### src/logic/taint_track_cfg.svh
`ifndef TAINT_TRACK_CFG_SVH
`define TAINT_TRACK_CFG_SVH

// operand and taint word width
`define TT_DATA_W 16

// shadow memory geometry, depth is two to the power of the address width
`define TT_ADDR_W 3
`define TT_DEPTH  8

`endif

### src/logic/taint_track_pkg.sv
`include "taint_track_cfg.svh"

package taint_track_pkg;

    // operation whose result taint is propagated
    typedef enum logic [2:0] {
        op_and   = 3'd0,
        op_or    = 3'd1,
        op_add   = 3'd2,
        op_sub   = 3'd3,
        op_shl   = 3'd4,
        op_shr   = 3'd5,
        op_other = 3'd6
    } taint_op_e;

    // value or taint word
    typedef logic [`TT_DATA_W-1:0] data_t;

    // shadow memory address
    typedef logic [`TT_ADDR_W-1:0] addr_t;

    // entry count, one bit wider so a full memory fits
    typedef logic [`TT_ADDR_W:0] count_t;

endpackage

### src/logic/taint_wr_if.sv
`timescale 1ns/1ps

interface taint_wr_if;

    // one-cycle write strobe
    logic                   valid;
    taint_track_pkg::addr_t addr;
    // set when any write address bit carries taint
    logic                   addr_taint;
    taint_track_pkg::data_t data_taint;

    modport src (
        output valid,
        output addr,
        output addr_taint,
        output data_taint
    );

    modport dst (
        input valid,
        input addr,
        input addr_taint,
        input data_taint
    );

endinterface

### src/logic/taint_alu.sv
`timescale 1ns/1ps

module taint_alu (
    input  logic                      pos_clk,
    input  logic                      pos_arst,
    input  logic                      op_valid,
    input  taint_track_pkg::taint_op_e op_code,
    input  taint_track_pkg::data_t    op_a,
    input  taint_track_pkg::data_t    op_a_taint,
    input  taint_track_pkg::data_t    op_b,
    input  taint_track_pkg::data_t    op_b_taint,
    input  taint_track_pkg::addr_t    wr_addr,
    input  taint_track_pkg::addr_t    wr_addr_taint,
    taint_wr_if.src                   wr
);

    // operands with tainted bits forced low and forced high
    taint_track_pkg::data_t a_lo;
    taint_track_pkg::data_t a_hi;
    taint_track_pkg::data_t b_lo;
    taint_track_pkg::data_t b_hi;
    taint_track_pkg::data_t res_taint;

    assign a_lo = op_a & ~op_a_taint;
    assign a_hi = op_a | op_a_taint;
    assign b_lo = op_b & ~op_b_taint;
    assign b_hi = op_b | op_b_taint;

    always_comb begin
        case (op_code)
            taint_track_pkg::op_and: begin
                // a one on the clean side lets the other taint through
                res_taint = (op_a_taint & op_b) | (op_b_taint & op_a) | (op_a_taint & op_b_taint);
            end
            taint_track_pkg::op_or: begin
                res_taint = (op_a_taint & ~op_b) | (op_b_taint & ~op_a) |
                            (op_a_taint & op_b_taint);
            end
            taint_track_pkg::op_add: begin
                // bits that move between the two extreme sums are tainted
                res_taint = ((a_lo + b_lo) ^ (a_hi + b_hi)) | op_a_taint | op_b_taint;
            end
            taint_track_pkg::op_sub: begin
                res_taint = ((a_lo - b_lo) ^ (a_hi - b_hi)) | op_a_taint | op_b_taint;
            end
            taint_track_pkg::op_shl: begin
                res_taint = (|op_b_taint) ? '1 : op_a_taint << op_b;
            end
            taint_track_pkg::op_shr: begin
                res_taint = (|op_b_taint) ? '1 : op_a_taint >> op_b;
            end
            default: begin
                // conservative rule, any input taint spreads everywhere
                res_taint = (|{op_a_taint, op_b_taint}) ? '1 : '0;
            end
        endcase
    end

    // one result per strobe, presented to the memory the next cycle
    always_ff @(posedge pos_clk or posedge pos_arst) begin
        if (pos_arst) begin
            wr.valid      <= 1'b0;
            wr.addr       <= '0;
            wr.addr_taint <= 1'b0;
            wr.data_taint <= '0;
        end else begin
            wr.valid <= op_valid;
            if (op_valid) begin
                wr.addr       <= wr_addr;
                wr.addr_taint <= |wr_addr_taint;
                wr.data_taint <= res_taint;
            end
        end
    end

    // clean and or add operands never create taint in the stored result
    assert property (@(posedge pos_clk) disable iff (pos_arst)
        op_valid && (op_code == taint_track_pkg::op_and || op_code == taint_track_pkg::op_add)
        && op_a_taint == '0 && op_b_taint == '0
        |=> wr.valid && wr.data_taint == '0);

endmodule

### src/logic/taint_live_count.sv
`timescale 1ns/1ps

`include "taint_track_cfg.svh"

module taint_live_count (
    input  logic                    pos_clk,
    input  logic                    pos_arst,
    input  logic [`TT_DEPTH-1:0]    entry_tainted,
    input  taint_track_pkg::addr_t  live_head,
    input  taint_track_pkg::addr_t  live_tail,
    output taint_track_pkg::count_t taint_sum
);

    logic [`TT_DEPTH-1:0]    live;
    taint_track_pkg::count_t count_next;

    // queue window between head and tail, wrapping when head is above tail
    always_comb begin
        for (int i = 0; i < `TT_DEPTH; i++) begin
            if (live_head < live_tail) begin
                live[i] = (live_head <= taint_track_pkg::addr_t'(i)) &&
                          (taint_track_pkg::addr_t'(i) <= live_tail);
            end else if (live_head > live_tail) begin
                live[i] = (live_head <= taint_track_pkg::addr_t'(i)) ||
                          (taint_track_pkg::addr_t'(i) <= live_tail);
            end else begin
                // empty queue
                live[i] = 1'b0;
            end
        end
    end

    always_comb begin
        count_next = '0;
        for (int i = 0; i < `TT_DEPTH; i++) begin
            if (live[i] && entry_tainted[i]) begin
                count_next = count_next + 1'b1;
            end
        end
    end

    always_ff @(posedge pos_clk or posedge pos_arst) begin
        if (pos_arst) begin
            taint_sum <= '0;
        end else begin
            taint_sum <= count_next;
        end
    end

    // never more tainted entries than the memory holds
    assert property (@(posedge pos_clk) disable iff (pos_arst)
        taint_sum <= taint_track_pkg::count_t'(`TT_DEPTH));

endmodule

### src/logic/taint_shadow_mem.sv
`timescale 1ns/1ps

`include "taint_track_cfg.svh"

module taint_shadow_mem (
    input  logic                   pos_clk,
    input  logic                   pos_arst,
    taint_wr_if.dst                wr,
    input  logic                   rd_en,
    input  taint_track_pkg::addr_t rd_addr,
    input  taint_track_pkg::addr_t rd_addr_taint,
    output logic                   rd_valid,
    output taint_track_pkg::data_t rd_data_taint,
    output logic [`TT_DEPTH-1:0]   entry_tainted
);

    taint_track_pkg::data_t mem [`TT_DEPTH];

    // a tainted address may have hit any entry, so the whole word is tainted
    always_ff @(posedge pos_clk or posedge pos_arst) begin
        if (pos_arst) begin
            for (int i = 0; i < `TT_DEPTH; i++) begin
                mem[i] <= '0;
            end
        end else if (wr.valid) begin
            mem[wr.addr] <= wr.data_taint | (wr.addr_taint ? '1 : '0);
        end
    end

    always_ff @(posedge pos_clk or posedge pos_arst) begin
        if (pos_arst) begin
            rd_valid <= 1'b0;
        end else begin
            rd_valid <= rd_en;
        end
    end

    // old entry is returned on a same-cycle read and write
    always_ff @(posedge pos_clk) begin
        if (rd_en) begin
            rd_data_taint <= mem[rd_addr] | ((|rd_addr_taint) ? '1 : '0);
        end
    end

    // per-entry flag for the liveness counter
    always_comb begin
        for (int i = 0; i < `TT_DEPTH; i++) begin
            entry_tainted[i] = |mem[i];
        end
    end

    // two valid reads in a row need two read requests behind them
    assert property (@(posedge pos_clk) disable iff (pos_arst)
        rd_valid && $past(rd_valid) |-> $past(rd_en, 1) && $past(rd_en, 2));

endmodule

### src/logic/taint_track_top.sv
`timescale 1ns/1ps

`include "taint_track_cfg.svh"

module taint_track_top (
    input  logic                       pos_clk,
    input  logic                       pos_arst,
    input  logic                       op_valid,
    input  taint_track_pkg::taint_op_e op_code,
    input  taint_track_pkg::data_t     op_a,
    input  taint_track_pkg::data_t     op_a_taint,
    input  taint_track_pkg::data_t     op_b,
    input  taint_track_pkg::data_t     op_b_taint,
    input  taint_track_pkg::addr_t     wr_addr,
    input  taint_track_pkg::addr_t     wr_addr_taint,
    input  logic                       rd_en,
    input  taint_track_pkg::addr_t     rd_addr,
    input  taint_track_pkg::addr_t     rd_addr_taint,
    input  taint_track_pkg::addr_t     live_head,
    input  taint_track_pkg::addr_t     live_tail,
    output logic                       rd_valid,
    output taint_track_pkg::data_t     rd_data_taint,
    output taint_track_pkg::count_t    taint_sum
);

    // result taint writes from the propagation unit
    taint_wr_if wr_bus ();

    logic [`TT_DEPTH-1:0] entry_tainted;

    taint_alu u_taint_alu (
        .pos_clk       (pos_clk),
        .pos_arst      (pos_arst),
        .op_valid      (op_valid),
        .op_code       (op_code),
        .op_a          (op_a),
        .op_a_taint    (op_a_taint),
        .op_b          (op_b),
        .op_b_taint    (op_b_taint),
        .wr_addr       (wr_addr),
        .wr_addr_taint (wr_addr_taint),
        .wr            (wr_bus.src)
    );

    taint_shadow_mem u_taint_shadow_mem (
        .pos_clk       (pos_clk),
        .pos_arst      (pos_arst),
        .wr            (wr_bus.dst),
        .rd_en         (rd_en),
        .rd_addr       (rd_addr),
        .rd_addr_taint (rd_addr_taint),
        .rd_valid      (rd_valid),
        .rd_data_taint (rd_data_taint),
        .entry_tainted (entry_tainted)
    );

    taint_live_count u_taint_live_count (
        .pos_clk       (pos_clk),
        .pos_arst      (pos_arst),
        .entry_tainted (entry_tainted),
        .live_head     (live_head),
        .live_tail     (live_tail),
        .taint_sum     (taint_sum)
    );

endmodule

### config.mk
export PLATFORM = sky130hd
export DESIGN_NAME = taint_track_top
export DESIGN_NICKNAME = d
export VERILOG_FILES = /design/src/logic/taint_track_pkg.sv /design/src/logic/taint_wr_if.sv /design/src/logic/taint_alu.sv /design/src/logic/taint_live_count.sv /design/src/logic/taint_shadow_mem.sv /design/src/logic/taint_track_top.sv
export VERILOG_INCLUDE_DIRS = /design/src /design/src/logic
export SDC_FILE = /design/constraint.sdc
export NUM_CORES = 1
export LEC_CHECK = 0
export BUFFER_PORTS_ARGS = -buffer_cell sky130_fd_sc_hd__buf_2
export CAP_MARGIN = 40
export CORE_MARGIN = 5
export CORE_UTILIZATION = 45
export CTS_BUF_LIST = sky130_fd_sc_hd__clkbuf_8
export CTS_CLUSTER_SIZE = 14
export DETAILED_ROUTE_END_ITERATION = 6
export SYNTH_ARGS = -nofsm -noshare
export SYNTH_HDL_FRONTEND = slang
export SYNTH_HIERARCHICAL = 1
export SYNTH_SLANG_ARGS = --single-unit
export TNS_END_PERCENT = 30
### constraint.sdc
create_clock -name pos_clk -period 13.7 [get_ports pos_clk]
set_input_delay 2.74 -clock pos_clk [delete_from_list [all_inputs] [get_ports pos_clk]]
set_output_delay 2.74 -clock pos_clk [all_outputs]
set_load 0.01 [all_outputs]
; Yosys cells after proc, flatten, opt, wreduce, memory -nomap -nowiden
; Index checks and enable logic that the tools add are counted.
[classes]
add_sub_neg = 11
n_lt_le_gt_ge = 21
n_eq_ne = 5
n_shift = 2
muxes = 36
n_bitwise = 27
reduce_logical = 38
[ops]
columns = cell, n
row1 = bitwise OR 16 bit, 12
row2 = OR reduction 16 bit, 9
row3 = bitwise mux 128 bit, 1
row4 = two-way mux 16 bit, 8
row5 = AND 16 bit, 7
row6 = one-hot mux 16 bit (6 select lines), 1
row7 = inverter 16 bit, 4
row8 = binary-select mux 16 bit (select 3 bit), 1
row9 = demux 16 bit (select 3 bit), 1
row10 = adder 16 bit, 2
row11 = OR reduction 32 bit, 1
row12 = subtractor 16 bit, 2
row13 = XOR 16 bit, 2
row14 = two-way mux 4 bit, 7
row15 = adder 4 x 1 -> 4 bit (second input constant), 6
row16 = logical AND 1 bit, 17
row17 = two-way mux 1 bit, 17
row18 = left shift 16 x 16 -> 16 bit, 1
row19 = right shift 16 x 16 -> 16 bit, 1
row20 = <= comparator 3 bit (first input constant), 4
row21 = <= comparator 3 bit (second input constant), 4
row22 = >= comparator 4 bit (second input constant), 2
row23 = logical OR 1 bit, 8
row24 = inverter 3 -> 4 bit, 2
row25 = 13 further kinds, 20
[word_totals]
regBits = 170
inputBits = 89
out_inout_bits = 21
wordCells = 155

; Depth between registers and ports, before layout
[depth]
word_depth = 20
ltp_mapped = 27
ltp_nobuf = 26

; Hierarchy
; Netlist, hierarchy kept.
[by_module_without_submodules]
columns = mod, instances, cells_each, area_per_inst_um2, seq_area_each_um2
row1 = taint_shadow_mem, 1, 432, 7028.0, 3708.6
row2 = taint_alu, 1, 902, 6606.3, 525.5
row3 = taint_live_count, 1, 148, 1172.4, 100.1

; Worst setup path before layout
; OpenSTA, ideal clock, no wires.
[synth_timing]
kind = input-to-reg
from = input live_tail[2]
to = register u_taint_live_count.taint_sum[3]
setup_time_ps = 129
arrival_ps = 7204
t_required_ps = 13571
path_slack_ps = 6367
cell_stages = 25
n_path_buf = 1
cell_sequence = inv_1 > ha_1 > a21oi_2 > nand2_1 > or3_1 > a22oi_1 > o21ai_0 > ha_1 > a21o_1 > and2_1 > buf_2 > xnor2_1 > mux2_2 > ha_1 > xnor2_1 > nor3_1 > a221o_1 > ha_1 > nand2_1 > a21oi_1 > xnor2_1 > xnor2_1 > nor4b_4 > xnor2_1 > xor2_1
[synth_via]
elab_chain_cells = 20
elab_cells_between_ends = 65
classes_between = add/sub (7) / order compare (10) / mux (24) / reduce/logical (24)
[synth_lines]
columns = element, line_no
row1 = "start, declared", taint_track_top.sv:20  ; input taint_track_pkg::addr_t live_tail,
row2 = <= comparator 1 x 3 -> 1 bit, "taint_live_count.sv:22, taint_live_count.sv:25"
row3 = logical OR 1 bit, taint_live_count.sv:24  ; live[i] = (live_head <= taint_track_pkg::addr_t'(i)) ||
row4 = two-way mux 1 bit, taint_live_count.sv:23  ; end else if (live_head > live_tail) begin
row5 = two-way mux 1 bit, taint_live_count.sv:20  ; if (live_head < live_tail) begin
row6 = logical AND 1 bit, taint_live_count.sv:36  ; if (live[i] && entry_tainted[i]) begin
row7 = two-way mux 1 bit, taint_live_count.sv:36
row8 = adder 1 x 1 -> 2 bit, taint_live_count.sv:37  ; count_next = count_next + 1'b1;
row9 = two-way mux 4 bit, taint_live_count.sv:36
row10 = [5 not listed], --
row11 = two-way mux 4 bit, taint_live_count.sv:36
row12 = adder 4 x 1 -> 4 bit, taint_live_count.sv:37
row13 = two-way mux 4 bit, taint_live_count.sv:36
row14 = adder 4 x 1 -> 4 bit, taint_live_count.sv:37
row15 = two-way mux 4 bit, taint_live_count.sv:36
row16 = adder 4 x 1 -> 4 bit, taint_live_count.sv:37
row17 = two-way mux 4 bit (*), taint_live_count.sv:36
row18 = via u_taint_live_count.count_next[3], taint_live_count.sv:15  ; taint_track_pkg::count_t count_next;
row19 = "end signal, assigned", taint_live_count.sv:46  ; taint_sum <= count_next;
row20 = "end, declared", taint_live_count.sv:11  ; output taint_track_pkg::count_t taint_sum
; The timed path passes the listed nets; every way through them passes the cells marked *.
; A chain may end at the register's enable or synchronous reset.

; Worst setup path in the final report
; Ends and elaborated chain as after synthesis.

==> results.py <==
metrics = {
    "routing": {
        "ant_nets": 0,
        "viasPerCell": 6.14,
        "route.detailed.drc": 0,
        "drt_pass1_iterations": 6,
        "drt_iter0_markers": 995,
        "vias": 12100,
        "wirelength_mm": 44.5,
        "wl_per_cell_um": 22.5,
    },
    "place": {
        "gp_congestion": 0.945,
        "io_buffers": 109,
        "place.detailed.hpwl_mm": 34.3,
    },
    "layout": {
        "fillCellCount": 3107,
        "drive_above_1_share_pct": 26.5,
        "syn2layout_area_growth_pct": 8.12,
        "nets": 1678,
    },
    "die": {
        "core_area_um2": 32500,
        "chipWidth_um": 191,
        "initial_core_util_pct": 45.5,
        "top_level_ports": 110,
        "placementRows": 66,
        "die_area_um2": 36600,
        "die_h_um": 191,
    },
    "timing": {
        "max_freq_ghz": 0.132,
        "min_period_ps": 7580,
        "finalSetupViolations": 0,
        "fin_crit_sh_pct": 55.3,
        "hold_violations": 0,
        "clock_skew_ps": 18.3,
        "drv_slew": 0,
        "relSlewSlack_pct": 38.6,
        "rsz0062_at_grt": "false",
        "worst_slew_pin_slew_ps": 912,
        "hold_slack_ps": 492,
        "tns_ps": 0,
    },
    "logic_synthesis": {
        "async_reset_ff_share_pct": 90.6,
        "synth-adder-area-share_pct": 6.29,
        "ys_dominant_reg_cell": "dfrtp_1",
        "yosys.area_share.simple_pct": 15.6,
        "yosysTopAreaCell": "dfrtp_1",
        "yosys-top-cells-area": "dfrtp_1, mux2_2, ha_1, mux2_4, mux4_2",
        "synthCells": 1482,
        "synth.mux.area_fraction_pct": 22.0,
        "avgSynthCellArea_um2": 9.99,
        "netlist_area_um2": 14800,
        "synth_edf_count": 16,
        "syn_nets": 1643,
        "yosysWarnings": 6,
        "ys_ff_latch": 170,
        "yosysSeqAreaShare_pct": 29.3,
        "synth_compound_area_share_pct": 16.0,
        "synth_commonest_cells": "dfrtp_1, nor2_1, mux2_2",
        "yosysMostFrequentCell": "dfrtp_1",
        "synth_top_family_by_area": "multiplexers",
        "synth.top_cell.area_share_pct": 26.0,
        "synth_cell_types": 98,
        "synth-xor-area-share_pct": 5.04,
    },
    "clock_tree": {
        "cts-root-buf": "clkbuf_8",
        "cts.sinks": 170,
        "cts_buffers": 17,
        "cts_setup_buffers": 0,
        "tritoncts": "done",
        "clock_latency_ps": 460,
        "h-tree-depth": 4,
        "ctsLongestPathBuffers": 2,
        "cts.reportedPaths.clkPinSlew_ps": 90,
        "hold_buffers": 0,
        "cts_resized": 0,
    },
    "min_path": {
        "hold_path.class": "reg -> reg",
    },
    "grt": {
        "grt_max_degree": 67,
        "grt-ovfl-total": 0,
        "grt_pass1_wl_mm": 69.0,
        "antenna_found_initial": 2,
        "globalRouteTotalUtil_pct": 24.0,
        "grt_pass1_vias": 11900,
    },
    "critical_path": {
        "critPathMaxFanout": 8,
        "worst_ep_arrival_time_ps": 7960,
        "critical_path_class": "in -> reg",
        "crit_required_ps": 14080,
        "start_kind": "input pin",
        "cp-end-kind": "register",
    },
    "run_status": {
        "status": "finished, final reports clean",
    },
    "power_and_ir_drop": {
        "powerDensity_nw_per_um2": 104,
        "power.leakage_nw": 6.15,
        "peakVddDrop_mv": 0.0682,
    },
    "flow_run": {
        "drv_cap": 0,
    },
}
report_power, final:
part           total (mW)  switching (mW)  internal [mW]
logic               0.648           0.333          0.314
clock network       0.363           0.192          0.171
registers           0.659          0.0682          0.591
sequential cells by signal, indices dropped and copies added (netlist names):
signal and flops:
u_taint_shadow_mem/mem 128, u_taint_alu/wr.data_taint 16, u_taint_shadow_mem/rd_data_taint 16, u_taint_live_count/taint_sum 4
u_taint_alu/wr.addr 3, u_taint_alu/wr.addr_taint 1, u_taint_alu/wr.valid 1, u_taint_shadow_mem/rd_valid 1
worst max-delay path, stage by stage:
cell,delay [ps]
buf_2,160
inv_1,80
ha_1,350
a21oi_2,320
nand2_1,200
or3_1,360
a22oi_1,140
o21ai_0,200
ha_1,400
a21o_1,190
and2_1,230
xnor2_1,150
mux2_2,300
ha_1,330
xnor2_1,180
nor3_1,60
a221o_1,280
ha_1,180
nand2_1,60
a21oi_1,60
xnor2_1,190
xnor2_1,150
nor4b_4,300
xnor2_1,180
xor2_1,160
area by class of cell:
type / count / area (um2) / area share [%]
diodes: 1 / 2.50 / 0.0156
clock inverters: 14 / 158 / 0.985
inverters: 72 / 275 / 1.72
well taps: 442 / 553 / 3.45
multi-input cells: 1129 / 9620 / 60.1
repair buffers: 127 / 815 / 5.09
clock buffers: 18 / 248 / 1.55
flip-flops and latches: 170 / 4330 / 27.1
path summary, 6_finish.rpt:
check / startpoint / to / slack, ps / cells past startpoint
setup / recovery: live_tail[2] / u_taint_live_count/taint_sum[3] / 6120 / 25
hold / removal: u_taint_alu/wr.data_taint[0] / u_taint_alu/wr.data_taint[0] / 490 / 2
setup reg to reg: u_taint_shadow_mem/mem[96] / u_taint_live_count/taint_sum[3] / 8520 / 21
hold reg to reg: u_taint_alu/wr.data_taint[0] / u_taint_alu/wr.data_taint[0] / 490 / 2
max in group asynchronous: pos_arst / u_taint_shadow_mem/mem[47] / 10200 / 4
min in group asynchronous: pos_arst / u_taint_shadow_mem/mem[58] / 2150 / 2
cells by family (layout without fill, tap and decap cells):
group,after synthesis,in the layout
other,0,1
multiplexers,224,224
AO/OA/AOI/OAI,344,344
adder cells (fa/ha/maj),72,72
flip-flops,170,170
buffers and inverters,183,231
XOR/XNOR,74,74
AND/OR/NAND/NOR,415,415
layer usage:
layer  vias up  global-route usage, %  share of wire [%]
met4         2                   8.59                3.3
met5         -                      0              0.029
met3        83                   3.47                5.8
li1       5590                      -                  -
met1      5986                   32.8                 45
met2       454                   39.1                 46
cell usage in the layout, fill, tap and decap left out, drive strengths merged, types with 6 or more instances in the layout:
master | synthesis | layout
inv | 72 | 81
nor2b | 27 | 27
nand4 | 18 | 18
a21o | 15 | 15
o21ai | 63 | 63
o31ai | 10 | 10
mux4 | 47 | 47
nor3 | 22 | 22
a31oi | 26 | 26
o22a | 18 | 18
xnor2 | 49 | 49
dfrtp | 154 | 154
a21oi | 88 | 88
o21a | 6 | 6
a221oi | 16 | 16
and3 | 8 | 8
o22ai | 11 | 11
mux2i | 40 | 40
ha | 68 | 68
nand2 | 50 | 50
clkbuf | 63 | 18
xor2 | 18 | 18
or2 | 51 | 51
xnor3 | 7 | 7
mux2 | 137 | 137
nor2 | 96 | 96
edfxtp | 16 | 16
nand3 | 14 | 14
nor4 | 46 | 46
a211oi | 11 | 11
o211ai | 11 | 11
nand2b | 46 | 46
buf | 48 | 127
o221ai | 8 | 8
o21bai | 10 | 10
stage by stage:
stage / worst slack (ps) / power (mW) / area, um2 / util [%] / std cells
final: 6120 / 1.67 / 16000 / 49.2 / 1973
after global routing: 5850 / 1.77 / 16000 / 49.2 / 1973
after CTS: 6180 / 1.68 / 16000 / 49.2 / 1972
after detailed placement: 5700 / 1.31 / 15600 / 48.0 / 1940
after global placement: 5860 / 1.29 / 15400 / 47.3 / 1928
after floorplan: 6370 / 1.14 / 14800 / - / 1482
(Power assumes the default switching activity.)
